### src/out_types_pkg.sv
package out_types_pkg;

	////////////////////
	// Data widths
	localparam int pixel_width = 32;
	localparam int ram_data_width = 64;
	localparam int byte_width = 8;
	localparam int reg_width = 32;
	localparam int pixel_count_width = 16;

	// Pixel FIFO size
	localparam int fifo_depth = 16;
	localparam int fifo_ptr_width = $clog2(fifo_depth);

	localparam logic signed [pixel_width-1:0] threshold_reset = 128;

	////////////////////
	// Register map
	typedef enum logic [1:0] {
		reg_threshold = 2'd0,
		reg_control = 2'd1,
		reg_status = 2'd2
	} cfg_reg_e;

	typedef enum logic [1:0] {
		frame_fill,
		frame_done
	} frame_state_e;

endpackage

### src/pixel_fifo.sv
`timescale 1ns/10ps

module pixel_fifo
	import out_types_pkg::*;
(
	input logic clk,
	input logic reset,
	input logic flush,
	input logic push,
	input logic signed [pixel_width-1:0] push_data,
	output logic full,
	input logic read,
	output logic empty,
	output logic signed [pixel_width-1:0] read_data
);

	logic signed [pixel_width-1:0] mem [fifo_depth];
	logic [fifo_ptr_width-1:0] wr_ptr;
	logic [fifo_ptr_width-1:0] rd_ptr;
	logic [fifo_ptr_width:0] count;
	logic do_push;
	logic do_read;

	assign full = (count == (fifo_ptr_width + 1)'(fifo_depth));
	assign empty = (count == '0);

	// Pushes while full and reads while empty are dropped
	assign do_push = push && !full;
	assign do_read = read && !empty;

	////////////////////
	// Pointers and fill level
	always_ff @(posedge clk) begin
		if (reset || flush) begin
			wr_ptr <= '0;
			rd_ptr <= '0;
			count <= '0;
		end else begin
			if (do_push)
				wr_ptr <= wr_ptr + 1'b1;
			if (do_read)
				rd_ptr <= rd_ptr + 1'b1;
			case ({do_push, do_read})
				2'b10: count <= count + 1'b1;
				2'b01: count <= count - 1'b1;
				default: count <= count;
			endcase
		end
	end

	////////////////////
	// Storage, read data one cycle after read
	always_ff @(posedge clk) begin
		if (do_push)
			mem[wr_ptr] <= push_data;
		if (do_read)
			read_data <= mem[rd_ptr];
	end

endmodule

### config.mk
export PLATFORM = sky130hd
export DESIGN_NAME = pixel_fifo
export DESIGN_NICKNAME = d
export VERILOG_FILES = /design/src/out_types_pkg.sv /design/src/pixel_fifo.sv
export SDC_FILE = /design/constraint.sdc
export NUM_CORES = 1
export LEC_CHECK = 0
export BUFFER_PORTS_ARGS = -buffer_cell sky130_fd_sc_hd__buf_2
export CORE_MARGIN = 2
export CORE_UTILIZATION = 30
export CTS_CLUSTER_SIZE = 14
export DETAILED_ROUTE_END_ITERATION = 7
export SYNTH_ARGS = -nofsm -noshare
export SYNTH_HDL_FRONTEND = slang
export SYNTH_SLANG_ARGS = --single-unit
### constraint.sdc
create_clock -name clk -period 9.75 [get_ports clk]
set_input_delay 1.95 -clock clk [delete_from_list [all_inputs] [get_ports clk]]
set_output_delay 1.95 -clock clk [all_outputs]
set_load 0.005 [all_outputs]
==> metrics.txt, run 1 <==
clk_skew 0.01303 ns; io pins 71; width of the die 268.3 um; part of the power in registers 56.6%; CTS resizes 0; Clk pin slew, worst setup/hold paths 0.06 ns; Root Buffer Master clkbuf_16; Seq/Total Area, Yosys 79.17%; period utilisation layout 41.32%; Max Fclk 248.2 MHz; final antenna-violating net count 0; slowest stage delay, CP 0.74 ns; First-pass DRT Iterations 4; largest buffer count on any clock path 3; vias per cell 4.702; fillcell total 6317; setup violators final 0; synth top area cells edfxtp_1 (78%), mux4_2 (14%), a22oi_1 (2.3%), dfxtp_1 (1.2%), nand2_1 (0.70%); worst path required time 10.27 ns; Synth Instances 928; Buffers on Ports 70; Residual DRC 0; final hold violations 0; postcts setup bufs 0; fin nets 1074; Internal Power 3.773 mW; CTS Hold Bufs 0; Worst-Skew Late Latency 0.59 ns; Post-Route WL 43610 um; gpl congestion 0.6857; initial antenna violation count 6; Slew headroom 26.59%; Clk pwr share 40.7%; RSZ-0062 raised after global routing no; Core ar. 68830 sq um; setup TNS 0 ns; Sw Ratio 19.63%; Total GRT Usage 12.31%; post-synth top area share 77.93%; worst-path fanout max 33; total number of yosys warnings 0; dpl hpwl 21920 um; smallest hold slack 0.5274 ns; largest net degree at the start of global routing 73; Post-synth top cells edfxtp_1 (544), mux4_2 (128), a22oi_1 (64); Worst Hold Class flip-flop to flip-flop; Crit. End Element flip-flop; cell mode on critical path mux2i_1; total of max-cap violations 0; Combinational Power Share 2.7%; drt initial violations 831; vias in the first global route 10149; row count 96; fin util 35.06%; Die ar. 72000 sq um; first-pass GRT wire length 65160 um; Slew Viols, Final 0; Worst Setup Path Type input port to flip-flop; Area Overhead vs Synth 15.13%; switching power 921.8 uW; H-tree lvl count 2; Peak VDD IR 0.1401 mV; routed length per instance 21.84 um; Most used DFF post-synth edfxtp_1; status finished clean; Initial Utilization 30.46%; Mapped Area 20960 sq um; Yosys top cell by area edfxtp_1; CP Cell Sequence buf_2 -> o21ai_4 -> inv_2 -> ha_1 -> inv_1 -> fa_1 -> nand2b_1 -> a21oi_1 -> mux2i_1 -> mux2i_1; Die Y 268.3 um; synth unique cells 32; Seq. cell area 16600 sq um; count leader, synth edfxtp_1; CP max stage cell inv_2; number of buffers created by CTS 53; r2r startpoint count[0]$_SDFFE_PP0P_; share of layout cells above drive strength 1 29.58%; P_leak 7.415 nW; Via Count 9389; Tmin final 4.029 ns; Startpoint Class input port; Slew @ Worst Pin 1.101 ns; critical path data arrival time 4.55 ns; asr flop ratio synth 0%; EDFF count, synth 544; Hold Startpoint count[2]$_SDFFE_PP0P_; Congestion Overflow GR 0; area of the multi-input gates 4217 sq um; Mean Syn Cell Area 22.59 sq um; CTS tree built; CTS Sinks 557; Power Density 194.6 nW/um^2; syn_nets 975; origin of the worst setup path read; CP Buf/Inv Count 3; CP top delay family buffers and inverters; Yosys reg bits 557
==> layout make-up <==
class / instances / share of cell area, %
Antenna cell: 1 / 0.01037
Clock buffer: 67 / 5.890
Clock inverter: 26 / 0.7051
Inverter: 8 / 0.1244
Multi-Input combinational cell: 314 / 17.47
Sequential cell: 557 / 68.80
Tap cell: 931 / 4.827
Timing Repair Buffer: 93 / 2.167
==> final timing paths <==
path	end	slack, ns	cells after the start
setup / recovery	count[4]$_SDFFE_PP0P_	5.72	10
hold / removal	count[2]$_SDFFE_PP0P_	0.53	2
setup reg to reg	count[4]$_SDFFE_PP0P_	6.37	10
hold reg to reg	count[2]$_SDFFE_PP0P_	0.53	2
==> cells by family (layout without fill, tap and decap cells) <==
group	Yosys count	after routing	synth area share, %
flip-flops	557	557	79.17
multiplexers	132	132	13.94
AND/OR/NAND/NOR	90	90	1.827
AO/OA/AOI/OAI	75	75	2.782
buffers and inverters	57	194	1.349
adder cells (fa/ha/maj)	10	10	0.6327
XOR/XNOR	7	7	0.2925
other	0	1	0
==> power groups by stage <==
stage | Combinational (mW) | Clock [mW] | Sequential [mW]
final | 0.125 | 1.91 | 2.66
after CTS | 0.129 | 1.96 | 2.66
after detailed placement | 0.129 | 0 | 2.71
after global routing | 0.140 | 2.04 | 2.66
after global placement | 0.124 | 0 | 2.71
after floorplan | 0.0680 | 0 | 2.71
==> sequential cells by signal, summed over array words and instances, names as in the netlist <==
name and count:
read_data 32, wr_ptr 4, rd_ptr 4, mem 512
count 5
==> metal layers <==
metal	vias to the layer above	GRT usage, %	part of all wire (%)
met3	70	2.786	5.5
met2	222	21.21	50
li1	4097	-	-
met5	-	0	0.12
met1	4992	15.63	42
met4	8	3.348	2.0
==> through the flow <==
stage	instance area (sq um)	power [mW]	setup WS, ns	instances
finish	24130	4.695	5.721	1997
floorplan	20960	2.777	4.892	928
detailed placement	22540	2.839	5.031	1903
global placement	22540	2.834	5.119	1903
CTS	24130	4.748	5.680	1996
global route	24130	4.844	5.506	1996
==> cell usage in the layout (no fill, tap or decap), types with 8 or more instances in the layout <==
cell / n
nor2_1: 19
clkbuf_16: 55
ha_1: 9
buf_4: 23
a22oi_1: 64
dfxtp_1: 11
buf_2: 70
nand2_1: 39
clkinv_1: 14
edfxtp_1: 544
clkbuf_1: 12
clkinv_2: 8
mux4_2: 128
nor2_4: 13
==> worst min-delay path, delay by kind of cell, from the launching register on <==
family             cells  cell delay [ns]
and+or+nand+nor        1             0.07
AOI/OAI and AO/OA      1             0.07
DFF                    1             0.35
(Power assumes the default switching activity.)
==> inputs of run 2 (changes only) <==
ABC_AREA = 1   (was not set)
clock period = 4 ns   (was 9.75 ns; I/O delays follow)
==> run 2 against run 1 <==
Net effect: design area is 12% higher; total power grew to 2.7 times the previous value; sequential share of layout area is 7.4 points lower; die area is 14% higher; combinational power grew to 8.8 times the previous value; routed wire length is 34% higher; core utilization is 0.75 points lower; clock power grew to 2.7 times the previous value; count of clock-buffer cells in the layout stayed put; largest power group unchanged; highest routed layer unchanged.
==> metrics.txt, run 2 <==
part of the power in registers 51.4%; Sw Ratio 23.54%; Startpoint Class flip-flop; largest net degree at the start of global routing 132; vias in the first global route 14610; CTS tree built; final antenna-violating net count 0; CP top delay family simple AND/OR/NAND/NOR gates; slowest stage delay, CP 0.56 ns; Final Non-Filler Cells 3383; worst-path fanout max 17; Power Density 475.2 nW/um^2; Slew @ Worst Pin 0.9993 ns; worst path required time 4.28 ns; Total GRT Usage 14.24%; commonest non-fill, non-tap cell in the layout nand2_1; total number of yosys warnings 0; RSZ-0062 raised after global routing no; width of the die 286.0 um; largest buffer count on any clock path 3; Yosys top cell by area edfxtp_1; Slew Viols, Final 0; CP Cell Sequence nor2_1 -> nand3_1 -> nand2_1 -> inv_1 -> nand2_1 -> nor2_4 -> buf_4; count leader, synth nand2_1; Synth Instances 2234; final hold violations 0; initial antenna violation count 4; Clk pin slew, worst setup/hold paths 0.06 ns; gpl congestion 0.7567; EDFF count, synth 544; share of layout cells above drive strength 1 8.748%; synth unique cells 23; Most used DFF post-synth edfxtp_1; Peak VDD IR 0.4243 mV; drt initial violations 1274; io pins 71; Internal Power 9.832 mW; CTS Hold Bufs 0; number of buffers created by CTS 56; CTS Sinks 557; Worst Setup Path Type flip-flop to flip-flop; commonest non-fill, non-tap cells in the layout nand2_1 (701), edfxtp_1 (544), inv_1 (404); period utilisation layout 63.93%; total of max-cap violations 0; Buffers on Ports 70; Mean Syn Cell Area 10.68 sq um; post-synth top area share 68.47%; critical path data arrival time 2.83 ns; switching power 3.027 mW; fillcell total 7825; status finished clean; vias per cell 4.471; Max Fclk 391.1 MHz; Tmin final 2.557 ns; postcts setup bufs 0; CTS resizes 0; Die Y 286.0 um; CP Buf/Inv Count 2; Root Buffer Master clkbuf_16; dpl hpwl 33640 um; Slew headroom 33.28%; setup violators final 0; row count 103; Residual DRC 0; Top reg by flops mem; CP max stage cell nor2_4; routed length per instance 17.23 um; Die ar. 81800 sq um; placed cells 3281; Yosys reg bits 557; Core ar. 78870 sq um; fin nets 2336; top flop regs mem (512), read_data (32), count (5); cell mode on critical path nand2_1; syn_nets 2281; Area Overhead vs Synth 13.43%; Initial Utilization 30.25%; synth top area cells edfxtp_1 (68%), nand2_1 (11%), nand3_1 (8.3%), inv_1 (6.4%), buf_6 (1.1%); asr flop ratio synth 0%; H-tree lvl count 2; Congestion Overflow GR 0; setup TNS 0 ns; clk_skew 0.02202 ns; Worst Hold Class input port to flip-flop; max FFs per register 512; Post-synth top cells nand2_1 (701), edfxtp_1 (544), inv_1 (406); first-pass GRT wire length 89040 um; Combinational Power Share 8.6%; First-pass DRT Iterations 5; Crit. End Element flip-flop; Via Count 15127; Post-Route WL 58310 um; Mapped Area 23860 sq um; Clk pwr share 40.0%; P_leak 11.15 nW; Seq/Total Area, Yosys 69.56%; Worst-Skew Late Latency 0.61 ns
==> run 2: cell count changes after synthesis, sizes merged, moves of 3 or more <==
cell	change
nand2	+662
inv	+400
a22oi	-64
nand3	+392
nor2	+4
or4	-3
clkbuf	-16
o211ai	-4
buf	+74
o21ai	+6
nand2b	-3
xor2	-4
mux4	-128
mux2i	-4
==> run 2: cells by family (layout without fill, tap and decap cells) <==
group	after synthesis	count (layout)	share of synthesized area, %
simple gates	1135	1135	19.95
xor+xnor	3	3	0.1102
flops	557	557	69.56
fa+ha+maj	10	10	0.5559
buf+inv	516	614	9.550
compound gates	13	13	0.2727
other cells	0	1	0
==> run 2: worst reg2reg max path: stages (launching register included) <==
cell     delay, ns
dfxtp_1       0.37
nor2_1        0.08
nand3_1       0.14
nand2_1       0.21
inv_1         0.21
nand2_1       0.27
nor2_4        0.56
buf_4         0.39
==> run 2: area by class of cell <==
cell class / count / area, sq um / area share (%)
Inverter: 409 / 1545 / 5.710
Multi-Input combinational cell: 1161 / 5099 / 18.84
Sequential cell: 557 / 16610 / 61.37
Antenna cell: 1 / 2.502 / 0.009247
Tap cell: 1050 / 1314 / 4.855
Clock buffer: 67 / 1443 / 5.331
Timing Repair Buffer: 104 / 705.7 / 2.608
Clock inverter: 34 / 345.3 / 1.276
==> run 2: path summary, 6_finish.rpt <==
check                         start                      to  slack (ns)  cells past startpoint
min reg2reg  wr_ptr[2]$_SDFFE_PP0P_  wr_ptr[2]$_SDFFE_PP0P_        0.54                      2
min                            read  rd_ptr[2]$_SDFFE_PP0P_        0.50                      3
max           count[1]$_SDFFE_PP0P_     mem[6][8]$_DFFE_PP_        1.44                      7
max reg2reg   count[1]$_SDFFE_PP0P_     mem[6][8]$_DFFE_PP_        1.44                      7
==> run 2: power groups by stage <==
stage | combinational [mW] | clock (mW) | sequential [mW]
after floorplan | 0.714 | 0 | 6.73
after global placement | 1.11 | 0 | 6.74
after detailed placement | 1.13 | 0 | 6.74
after CTS | 1.13 | 5.25 | 6.62
after global routing | 1.24 | 5.47 | 6.62
final | 1.10 | 5.14 | 6.61
==> run 2: routing by layer <==
layer	share of wire (%)	track usage (%)	up-vias
met3	6.5	2.321	89
met2	48	23.55	430
li1	-	-	7346
met1	44	19.37	7256
met5	0.072	0	-
met4	2.2	3.874	6
==> run 2: through the flow <==
step / setup slack (ns) / instance area [sq um] / power (mW) / hold slack [ns] / utilization [%]
after global placement: 1.105 / 25270 / 7.856 / 0.5196 / 32.04
final: 1.443 / 27060 / 12.86 / 0.4995 / 34.31
after global routing: 1.225 / 27060 / 13.33 / 0.4804 / 34.31
after CTS: 1.428 / 27060 / 12.99 / 0.4760 / 34.31
after detailed placement: 1.050 / 25270 / 7.867 / 0.5269 / 32.04
after floorplan: 0.3989 / 23860 / 7.440 / 0.4904 / -
