`config.mk`:
```
export PLATFORM = sky130hd
export DESIGN_NAME = out_cfg_regs_flat
export DESIGN_NICKNAME = d
export VERILOG_FILES = /design/src/out_types_pkg.sv /design/src/out_ctrl_if.sv /design/src/out_cfg_regs.sv /design/src/flat_wrapper.sv
export SDC_FILE = /design/constraint.sdc
export NUM_CORES = 1
export LEC_CHECK = 0
export BUFFER_PORTS_ARGS = -buffer_cell sky130_fd_sc_hd__buf_4
export CAP_MARGIN = 0
export CORE_AREA = 5 5 110 81
export DETAILED_ROUTE_END_ITERATION = 6
export DIE_AREA = 0 0 115 86
export PLACE_DENSITY = 0.61
export SYNTH_ARGS = -nofsm -noshare
export SYNTH_HDL_FRONTEND = slang
export SYNTH_SLANG_ARGS = --single-unit
```
`constraint.sdc`:
```
create_clock -name clk -period 1.2 [get_ports clk]
set_input_delay 0.24 -clock clk [delete_from_list [all_inputs] [get_ports clk]]
set_output_delay 0.24 -clock clk [all_outputs]
set_load 0.1 [all_outputs]
```
`src/out_types_pkg.sv`:
```
package out_types_pkg;

	////////////////////
	// Data widths
	localparam int pixel_width = 32;
	localparam int ram_data_width = 64;
	localparam int byte_width = 8;
	localparam int reg_width = 32;
	localparam int pixel_count_width = 16;

	// Pixel FIFO size
	localparam int fifo_depth = 16;
	localparam int fifo_ptr_width = $clog2(fifo_depth);

	localparam logic signed [pixel_width-1:0] threshold_reset = 128;

	////////////////////
	// Register map
	typedef enum logic [1:0] {
		reg_threshold = 2'd0,
		reg_control = 2'd1,
		reg_status = 2'd2
	} cfg_reg_e;

	typedef enum logic [1:0] {
		frame_fill,
		frame_done
	} frame_state_e;

endpackage

```
`src/out_ctrl_if.sv`:
```
`timescale 1ns/10ps

interface out_ctrl_if
	import out_types_pkg::*;
();

	logic signed [pixel_width-1:0] threshold;
	logic frame_restart;

	// Handler status
	logic frame_ready;
	logic [pixel_count_width-1:0] pixels_written;

	modport cfg (
		output threshold,
		output frame_restart,
		input frame_ready,
		input pixels_written
	);

	modport handler (
		input threshold,
		input frame_restart,
		output frame_ready,
		output pixels_written
	);

endinterface

```
`src/out_cfg_regs.sv`:
```
`timescale 1ns/10ps

module out_cfg_regs
	import out_types_pkg::*;
(
	input logic clk,
	input logic reset,
	input logic cfg_write,
	input cfg_reg_e cfg_addr,
	input logic [reg_width-1:0] cfg_wdata,
	output logic [reg_width-1:0] cfg_rdata,
	out_ctrl_if.cfg ctrl
);

	logic signed [pixel_width-1:0] threshold;
	logic restart;
	logic restart_cmd;

	// Bit 0 of the control register requests a new frame
	assign restart_cmd = cfg_write && (cfg_addr == reg_control) && cfg_wdata[0];

	always_ff @(posedge clk) begin
		if (reset) begin
			threshold <= threshold_reset;
			restart <= 1'b0;
		end else begin
			if (cfg_write && (cfg_addr == reg_threshold))
				threshold <= $signed(cfg_wdata);
			// Single cycle pulse, the command bit is not stored
			restart <= restart_cmd;
		end
	end

	assign ctrl.threshold = threshold;
	assign ctrl.frame_restart = restart;

	////////////////////
	// Readback
	always_comb begin
		case (cfg_addr)
			reg_threshold: cfg_rdata = threshold;
			reg_control: cfg_rdata = '0;
			reg_status: begin
				cfg_rdata = {
					ctrl.pixels_written,
					{(reg_width - pixel_count_width - 1){1'b0}},
					ctrl.frame_ready
				};
			end
			default: cfg_rdata = '0;
		endcase
	end

endmodule

```
`src/flat_wrapper.sv`:
```
// flat-port wrapper written by rule: the top's interface ports become plain ports
module out_cfg_regs_flat import out_types_pkg::*;
  (clk, reset, cfg_write, cfg_addr, cfg_wdata, cfg_rdata, ctrl_threshold, ctrl_frame_restart, ctrl_frame_ready, ctrl_pixels_written);
  out_ctrl_if ctrl_i ();
  input logic clk;
  input logic reset;
  input logic cfg_write;
  input cfg_reg_e cfg_addr;
  input logic [reg_width-1:0] cfg_wdata;
  output logic [reg_width-1:0] cfg_rdata;
  output wire logic [$bits(ctrl_i.threshold)-1:0] ctrl_threshold;
  output wire logic [$bits(ctrl_i.frame_restart)-1:0] ctrl_frame_restart;
  input wire logic [$bits(ctrl_i.frame_ready)-1:0] ctrl_frame_ready;
  input wire logic [$bits(ctrl_i.pixels_written)-1:0] ctrl_pixels_written;
  assign ctrl_threshold = ctrl_i.threshold;
  assign ctrl_frame_restart = ctrl_i.frame_restart;
  assign ctrl_i.frame_ready = ctrl_frame_ready;
  assign ctrl_i.pixels_written = ctrl_pixels_written;
  out_cfg_regs u_core (.clk(clk), .reset(reset), .cfg_write(cfg_write), .cfg_addr(cfg_addr), .cfg_wdata(cfg_wdata), .cfg_rdata(cfg_rdata), .ctrl(ctrl_i));
endmodule
```
==> impl_metrics.ini, run 1 <==
[global_routing]
grt_usage_pct = 12.7
overflow = 0
antenna_found_initial = 0
first_global_vias = 1904
grt_pass1_wl_um = 9960
grt_start_max_net_pins = 66

[run_status]
violations = negative setup slack
status = complete, but fails checks

[sta]
min_period_ps = 1270
post-route-period-util_pct = 106
setup_viol_count_final = 29
rsz0062_at_grt = true
max_slew.worst_pin.slew_ps = 285
report.final.hold_viol_count = 0
slew_headroom_pct = 80.9
max_freq_mhz = 784
finClkSkew_ps = 0
drv_slew = 0
tns_ps = -1530
hold_ws_ps = 216
worst_slack_ps = -74.8

[logic_synthesis]
synth_mux_area_share_pct = 26.1
synth_top_family_by_area = simple AND/OR/NAND/NOR gates
yosysSeqAreaShare_pct = 35.1
netlist_instances = 198
synthAdderAreaFrac_pct = 0
yosys.area_share.simple_pct = 31.3
synthDistinctLibCells = 13
syn-num-nets = 252
synth-xor-area-share_pct = 0
yosys_register_bits = 33
synth_area_um2 = 1880
ys.warnings.count = 0
synth_compound_area_share_pct = 0
avgSynthCellArea_um2 = 9.50

[power]
clkPwrFrac_pct = 25.0
swShare_pct = 37.4
p_leak_nw = 1.59
p_seq_share_pct = 33.6
peakVddDrop_mv = 0.395
powerDensity_nw_per_um2 = 832
total_power_mw = 3.38
p_int_mw = 2.12
p_comb_share_pct = 41.5
power_switching_mw = 1.26

[min_path]
hold_path_class = in2reg

[cts]
tritoncts = yes
hold_buffers = 0
cts_max_level = 2
clock-sinks = 33
clkSlewWorstSetupHoldPaths_ps = 60
clk_path_buf_depth = 2
worstSkewPairLatency_ps = 280
cts-root-buf = clkbuf_8
numCtsBuffers = 5

[layout]
mostFrequentLayoutCells = buf_4, nand2b_1, buf_12
diodes = 0
fin_cells = 426
nets = 379
area_growth_pct = 116
filler_cell_count = 684
drive_above_1_share_pct = 69.2
final_common_cell = buf_4

[route]
viasPerCell = 4.23
drt-total-wl_um = 6450
drt_pass1_iterations = 4
drtAntennaViolNets = 0
drtIter0Drc = 71
post-route-drc-count = 0
vias = 1803
wl_per_cell_um = 15.1

[flow_run]
max_cap_viol_count = 0

[floorplanning]
fp.dieArea_um2 = 9890
initial_core_util_pct = 24.4
core_um2 = 7700
io_pins = 119
dieHeight_um = 86
die_width_um = 115
placementRows = 27

[setup_path]
critical_path_arrival_ps = 1030
end_kind = output pin
path_class = reg2out
start_kind = register
crit_fanout = 3
worstPathRequired_ps = 960

[placed_design]
dpl_worst_slack_ps = -312
io_buffer_count = 118
placed_cells = 411
dp.final_hpwl_um = 4280
gp_congestion = 0.669
## registers in the layout, indices dropped and copies added, names as in the netlist
register,flops
u_core.ctrl.threshold,32
u_core.ctrl.frame_restart,1
## synthesized netlist by cell type
| master | n | share of area, % |
|---|---|---|
| nand2b_1 | 62 | 21 |
| mux2i_1 | 49 | 26 |
| dfxtp_1 | 33 | 35 |
| nor2_1 | 20 | 4.0 |
| and2_1 | 15 | 5.0 |
| clkbuf_1 | 6 | 1.2 |
| buf_2 | 4 | 1.1 |
| buf_12 | 3 | 3.2 |
| buf_6 | 2 | 1.2 |
| buf_8 | 1 | 0.80 |
| nand4b_1 | 1 | 0.47 |
| nor2_4 | 1 | 0.60 |
| nor3b_2 | 1 | 0.67 |
## layout make-up
class,instances,area (um^2),share of cell area (%)
multi-input cells,149,1460,36.0
repair buffers,136,1610,39.6
flip-flops and latches,33,778,19.2
clock buffers,7,86.3,2.13
well taps,101,126,3.11
## worst max-delay path, cell delays in order (launching register included)
cell and delay (ps):
dfxtp_4 360, mux2i_4 180, nor2_4 60, buf_12 160
## power by group through the flow
stage / clock [mW] / combinational (mW) / sequential, mW
floorplan: 0 / 0.605 / 1.42
global placement: 0 / 1.16 / 1.15
detailed placement: 0 / 1.17 / 1.15
CTS: 0.894 / 1.39 / 1.13
global route: 0.942 / 1.46 / 1.14
finish: 0.844 / 1.40 / 1.13
## stage by stage
step                utilization [%]  instance area [um^2]
floorplan                         -                  2270
global placement               41.8                  3220
detailed placement             41.8                  3220
CTS                            51.8                  3990
global route                   52.7                  4060
finish                         52.7                  4060
## repair_timing
| item | 4_1_cts | 5_1_grt |
|---|---|---|
| setup buffers | 4 | 2 |
| pin swaps | 20 | 5 |
| resized for setup | 118 | 13 |
| cloned | 1 | 1 |
| setup endpoints to repair | 34 | 60 |
## cell families (layout without fill, tap and decap cells)
logic type             after synthesis  in the layout
and+or+nand+nor                    100            100
muxes                               49             49
DFF                                 33             33
buffers and inverters               16            143
## routing by layer
metal	vias to the layer above	wire [um]	GRT usage, %
li1	891	-	-
met1	840	2730	16.1
met2	70	3160	20.8
met3	2	530	4.37
met4	0	22	2.88
met5	-	0	0
## path summary, 6_finish.rpt
check                                         start                                     end  slack [ps]  depth (start not counted)
min                                    cfg_wdata[7]   u_core.ctrl.threshold[7]$_SDFFE_PP1P_         220                          3
min reg2reg  u_core.ctrl.threshold[11]$_SDFFE_PP0P_  u_core.ctrl.threshold[11]$_SDFFE_PP0P_         490                          2
max          u_core.ctrl.threshold[22]$_SDFFE_PP0P_                           cfg_rdata[22]         -70                          3
max reg2reg  u_core.ctrl.threshold[27]$_SDFFE_PP0P_  u_core.ctrl.threshold[27]$_SDFFE_PP0P_         560                          2
No activity file was read; power rests on OpenSTA's default activity.
==> inputs of run 2 (changes only) <==
- CORE_AREA: 5 5 110 81 -> 2 2 107 78
- CTS_CLUSTER_SIZE: default -> 25
- DIE_AREA: 0 0 115 86 -> 0 0 109 80
==> run 2 against run 1 <==
The flow still finishes with violations (negative setup slack). Utilization shrank 1.6 points. Total power shrank 3.2%. Worst hold slack lost 3.8 ps. Register-to-register slack is essentially flat. First-iteration DRC count shrank 46%. Combinational power shrank 4%. Sequential power is essentially flat. Sequential share of layout area grew 0.70 points. Sequential cell count is the same. Fmax shrank 0.33%. Clock power shrank 5.8%. Critical path depth is the same. Critical endpoint is now cfg_rdata[29]. Largest power group unchanged.
==> impl_metrics.ini, run 2 (synthesis gave the netlist of run 1 again) <==
[sta]
min_period_ps = 1280
post-route-period-util_pct = 107
finClkSkew_ps = 0
setup_viol_count_final = 32
drv_slew = 0
worst_slack_ps = -79.0
tns_ps = -1760
rsz0062_at_grt = true
max_freq_mhz = 782
hold_ws_ps = 212
report.final.hold_viol_count = 0
slew_headroom_pct = 68.9
max_slew.worst_pin.slew_ps = 467

[floorplanning]
dieHeight_um = 80
fp.dieArea_um2 = 8720
core_um2 = 7670
placementRows = 27
initial_core_util_pct = 24.5
io_pins = 119
die_width_um = 109

[route]
viasPerCell = 4.29
drt_pass1_iterations = 4
vias = 1788
drtAntennaViolNets = 0
wl_per_cell_um = 14.0
drtIter0Drc = 38
drt-total-wl_um = 5840
post-route-drc-count = 0

[run_status]
status = complete, but fails checks
violations = negative setup slack

[layout]
final_common_cell = buf_4
nets = 369
drive_above_1_share_pct = 67.7
area_growth_pct = 108
largest_register = u_core.ctrl.threshold
diodes = 0
largest_reg_flops = 32
mostFrequentLayoutCells = buf_4, nand2b_1, buf_12
filler_cell_count = 678

[global_routing]
grt_start_max_net_pins = 66
overflow = 0
grt_usage_pct = 13.8
first_global_vias = 1850
antenna_found_initial = 0
grt_pass1_wl_um = 9340

[cts]
hold_buffers = 0
worstSkewPairLatency_ps = 270
cts_max_level = 2
tritoncts = yes
numCtsBuffers = 5
cts-root-buf = clkbuf_8
clk_path_buf_depth = 2
clock-sinks = 33
clkSlewWorstSetupHoldPaths_ps = 70

[setup_path]
path_class = reg2out
end_kind = output pin
worstPathRequired_ps = 960
start_kind = register
worstReg2RegStart = u_core.ctrl.threshold[0]$_SDFFE_PP0P_
crit_fanout = 3
critical_path_arrival_ps = 1040
crit_start = u_core.ctrl.threshold[29]$_SDFFE_PP0P_

[placed_design]
dpl_worst_slack_ps = -441
io_buffer_count = 118
dp.final_hpwl_um = 3850
gp_congestion = 0.701

[min_path]
hold_path_class = in2reg
min_from = cfg_wdata[7]

[power]
peakVddDrop_mv = 0.362
powerDensity_nw_per_um2 = 835
p_leak_nw = 1.52

[flow_run]
max_cap_viol_count = 0
==> run 2: through the flow <==
stage | utilization (%) | total power, mW | cell area [um^2] | instances
6_report | 51.1 | 3.27 | 3920 | 417
5_1_grt | 51.1 | 3.44 | 3920 | 417
4_1_cts | 50.4 | 3.33 | 3860 | 417
3_5_place_dp | 41.2 | 2.29 | 3160 | 407
3_3_place_gp | 41.2 | 2.28 | 3160 | 407
2_1_floorplan | - | 2.03 | 2270 | 198
==> run 2: worst max-delay path, cell delays in order (launching register included) <==
cell and delay, ps:
dfxtp_4 370, mux2i_4 70, nor2_4 130, buf_12 180
==> run 2: metal layers <==
| layer | vias up | share of wire [%] | global-route usage [%] |
|---|---|---|---|
| met5 | - | 0 | 0 |
| met2 | 67 | 51 | 23.1 |
| met1 | 840 | 41 | 17.2 |
| met3 | 5 | 8.0 | 4.33 |
| met4 | 0 | 0.58 | 3.33 |
| li1 | 876 | - | - |
==> run 2: final timing paths <==
path	to	slack (ps)	depth (start not counted)
setup / recovery	cfg_rdata[29]	-80	3
setup reg to reg	u_core.ctrl.threshold[0]$_SDFFE_PP0P_	570	2
hold reg to reg	u_core.ctrl.threshold[11]$_SDFFE_PP0P_	500	2
hold / removal	u_core.ctrl.threshold[7]$_SDFFE_PP1P_	210	3
==> run 2: layout make-up <==
class / instances / area [um^2] / share of cell area, %
Sequential cell: 33 / 778 / 19.9
Multi-Input combinational cell: 149 / 1460 / 37.3
Timing Repair Buffer: 126 / 1470 / 37.5
Clock buffer: 7 / 76.3 / 1.95
Clock inverter: 1 / 3.75 / 0.0958
Tap cell: 101 / 126 / 3.22
==> run 2: timing repair <==
item                                    CTS  global route
cloned                                    1             0
pin swaps                                17             0
setup buffers                             1             0
hold endpoints to repair                  0             0
endpoints found under the setup margin   32            49
gates resized for setup                 117            17
==> run 2: report_power, final <==
part | switching (mW) | total [mW] | leakage [nW] | internal, mW
registers | 0.0443 | 1.14 | 0.291 | 1.09
clock network | 0.391 | 0.795 | 0.0399 | 0.404
logic | 0.814 | 1.34 | 1.19 | 0.529
total | 1.25 | 3.27 | 1.52 | 2.02
==> inputs of run 3 (changes only) <==
- CORE_AREA: 2 2 107 78 -> 2 2 65 128
- DIE_AREA: 0 0 109 80 -> 0 0 67 130
==> run 3 against run 2 <==
The run still ends with negative setup slack left. Clock skew is the same. Critical path depth stayed put. Utilization fell by 0.11 points. Global-route usage is 1.1 points higher. Sequential cell count unchanged. Total power increased by 13%. Fmax barely moved. Sequential share of layout area shrank 0.36 points. Critical path type unchanged. Largest cell class unchanged.
==> impl_metrics.ini, run 3 (synthesis gave the netlist of run 1 again) <==
[layout]
largest_reg_flops = 32
stdcell_area_um2 = 3990
drive_above_1_share_pct = 68.1
final_util_pct = 51.0
mostFrequentLayoutCells = buf_4, nand2b_1, buf_12
fin_cells = 416
largest_register = u_core.ctrl.threshold
filler_cell_count = 684
nets = 373
final_common_cell = buf_4
diodes = 0
area_growth_pct = 112

[route]
drtAntennaViolNets = 0
vias = 1821
drt-total-wl_um = 6170
wl_met1_um = 2270
top_layer = met4
wl_met2_um = 3090
drtIter0Drc = 68
drt_pass1_iterations = 4
wl_per_cell_um = 14.8
post-route-drc-count = 0
viasPerCell = 4.38
route.met3.wl_um = 706

[setup_path]
ff2ff_path_depth = 2
critical_path_arrival_ps = 1040
worstPathRequired_ps = 960
crit_family = flip-flops
r2r_end = u_core.ctrl.threshold[22]$_SDFFE_PP0P_
start_kind = register
cp_slowest_cell = dfxtp_4
end_kind = output pin
path_class = reg2out
critPathMaxStageDelay_ps = 350
crit_start = u_core.ctrl.threshold[24]$_SDFFE_PP0P_
worstReg2RegStart = u_core.ctrl.threshold[22]$_SDFFE_PP0P_
cp_num_buf_inv = 1
crit_fanout = 3
crit_path_cell_trace = mux2i_4 > nor2_4 > buf_12
rrSetupSlack_ps = 570

[global_routing]
antenna_found_initial = 0
grt_usage_pct = 14.9
grt_start_max_net_pins = 66
grt_pass1_wl_um = 9810
first_global_vias = 1948
overflow = 0

[placed_design]
placed_cells = 403
dpl_worst_slack_ps = -311
post_dp_cell_area_um2 = 3200
io_buffer_count = 118
dp.final_hpwl_um = 3830
gp_congestion = 0.669

[sta]
min_period_ps = 1280
finClkSkew_ps = 0
max_slew.worst_pin.slew_ps = 343
slew_headroom_pct = 77.2
report.final.hold_viol_count = 0
post-route-period-util_pct = 106
rsz0062_at_grt = true
worst_slack_ps = -77.7
setup_viol_count_final = 17
drv_slew = 0
max_freq_mhz = 783
tns_ps = -1050

[floorplanning]
placementRows = 46
core_um2 = 7830
io_pins = 119
die_width_um = 67
fp.dieArea_um2 = 8710
initial_core_util_pct = 24.0
dieHeight_um = 130

[run_status]
violations = negative setup slack
status = complete, but fails checks

[min_path]
min_from = cfg_wdata[30]
hold-path-cell-count = 3
hold_path_class = in2reg
min_to = u_core.ctrl.threshold[30]$_SDFFE_PP0P_

[cts]
numCtsBuffers = 5
hold_buffers = 0
clk_path_buf_depth = 2
clkSlewWorstSetupHoldPaths_ps = 50
cts-root-buf = clkbuf_16
tritoncts = yes
clock-sinks = 33
cts_max_level = 2
worstSkewPairLatency_ps = 270

[power]
powerDensity_nw_per_um2 = 926
peakVddDrop_mv = 0.555
p_leak_nw = 1.57

[flow_run]
max_cap_viol_count = 0
run 3: cell types whose count changed in the layout (fill, tap and decap cells not counted):
cell and delta:
buf_6 -12, clkbuf_8 -5, buf_12 +3, clkbuf_16 +5, buf_4 +13
run 3: what timing repair did:
action | in CTS | in global routing
resized for setup | 122 | 4
gates cloned | 2 | 0
pin swaps | 18 | 19
endpoints found under the hold margin | 0 | 0
endpoints found under the setup margin | 39 | 33
buffers inserted | 5 | 0
run 3: cell type report:
cell class                 instances  area [um^2]  area share [%]
clock buffer                       7          133            3.32
clock inverter                     1         3.75          0.0940
multi-input combinational        149         1460            36.7
sequential                        33          778            19.5
tap                               96          120            3.01
timing repair buffer             130         1490            37.4
run 3: tightest hold or removal path, stage by stage:
cell and delay (ps):
buf_4 110, nand2b_1 60, mux2i_1 60
run 3: where the power goes:
group,leakage [nW],switching (mW),internal [mW]
combinational,1.21,0.824,0.540
clock,0.0655,0.435,0.762
sequential,0.291,0.0422,1.09
run 3: worst max-delay path by stage:
stage | end | slack (ps) | cells after the start
after floorplan | cfg_rdata[17] | -230 | 4
after global placement | cfg_rdata[16] | -270 | 4
after detailed placement | u_core.ctrl.threshold[22]$_SDFFE_PP0P_ | -310 | 5
after CTS | cfg_rdata[29] | -90 | 3
after global routing | cfg_rdata[24] | -110 | 3
final | cfg_rdata[24] | -80 | 3
run 3: metrics by stage:
stage          total power, mW  hold slack (ps)
3_5_place_dp              2.31              484
3_3_place_gp              2.29              473
6_report                  3.70              221
2_1_floorplan             2.03              383
5_1_grt                   3.87              226
4_1_cts                   3.79              206
run 3: routing by layer:
metal | global-route usage, % | up-vias
met2 | 25.7 | 104
met5 | 0 | -
met1 | 16.2 | 821
met4 | 5.40 | 0
li1 | - | 888
met3 | 5.69 | 8
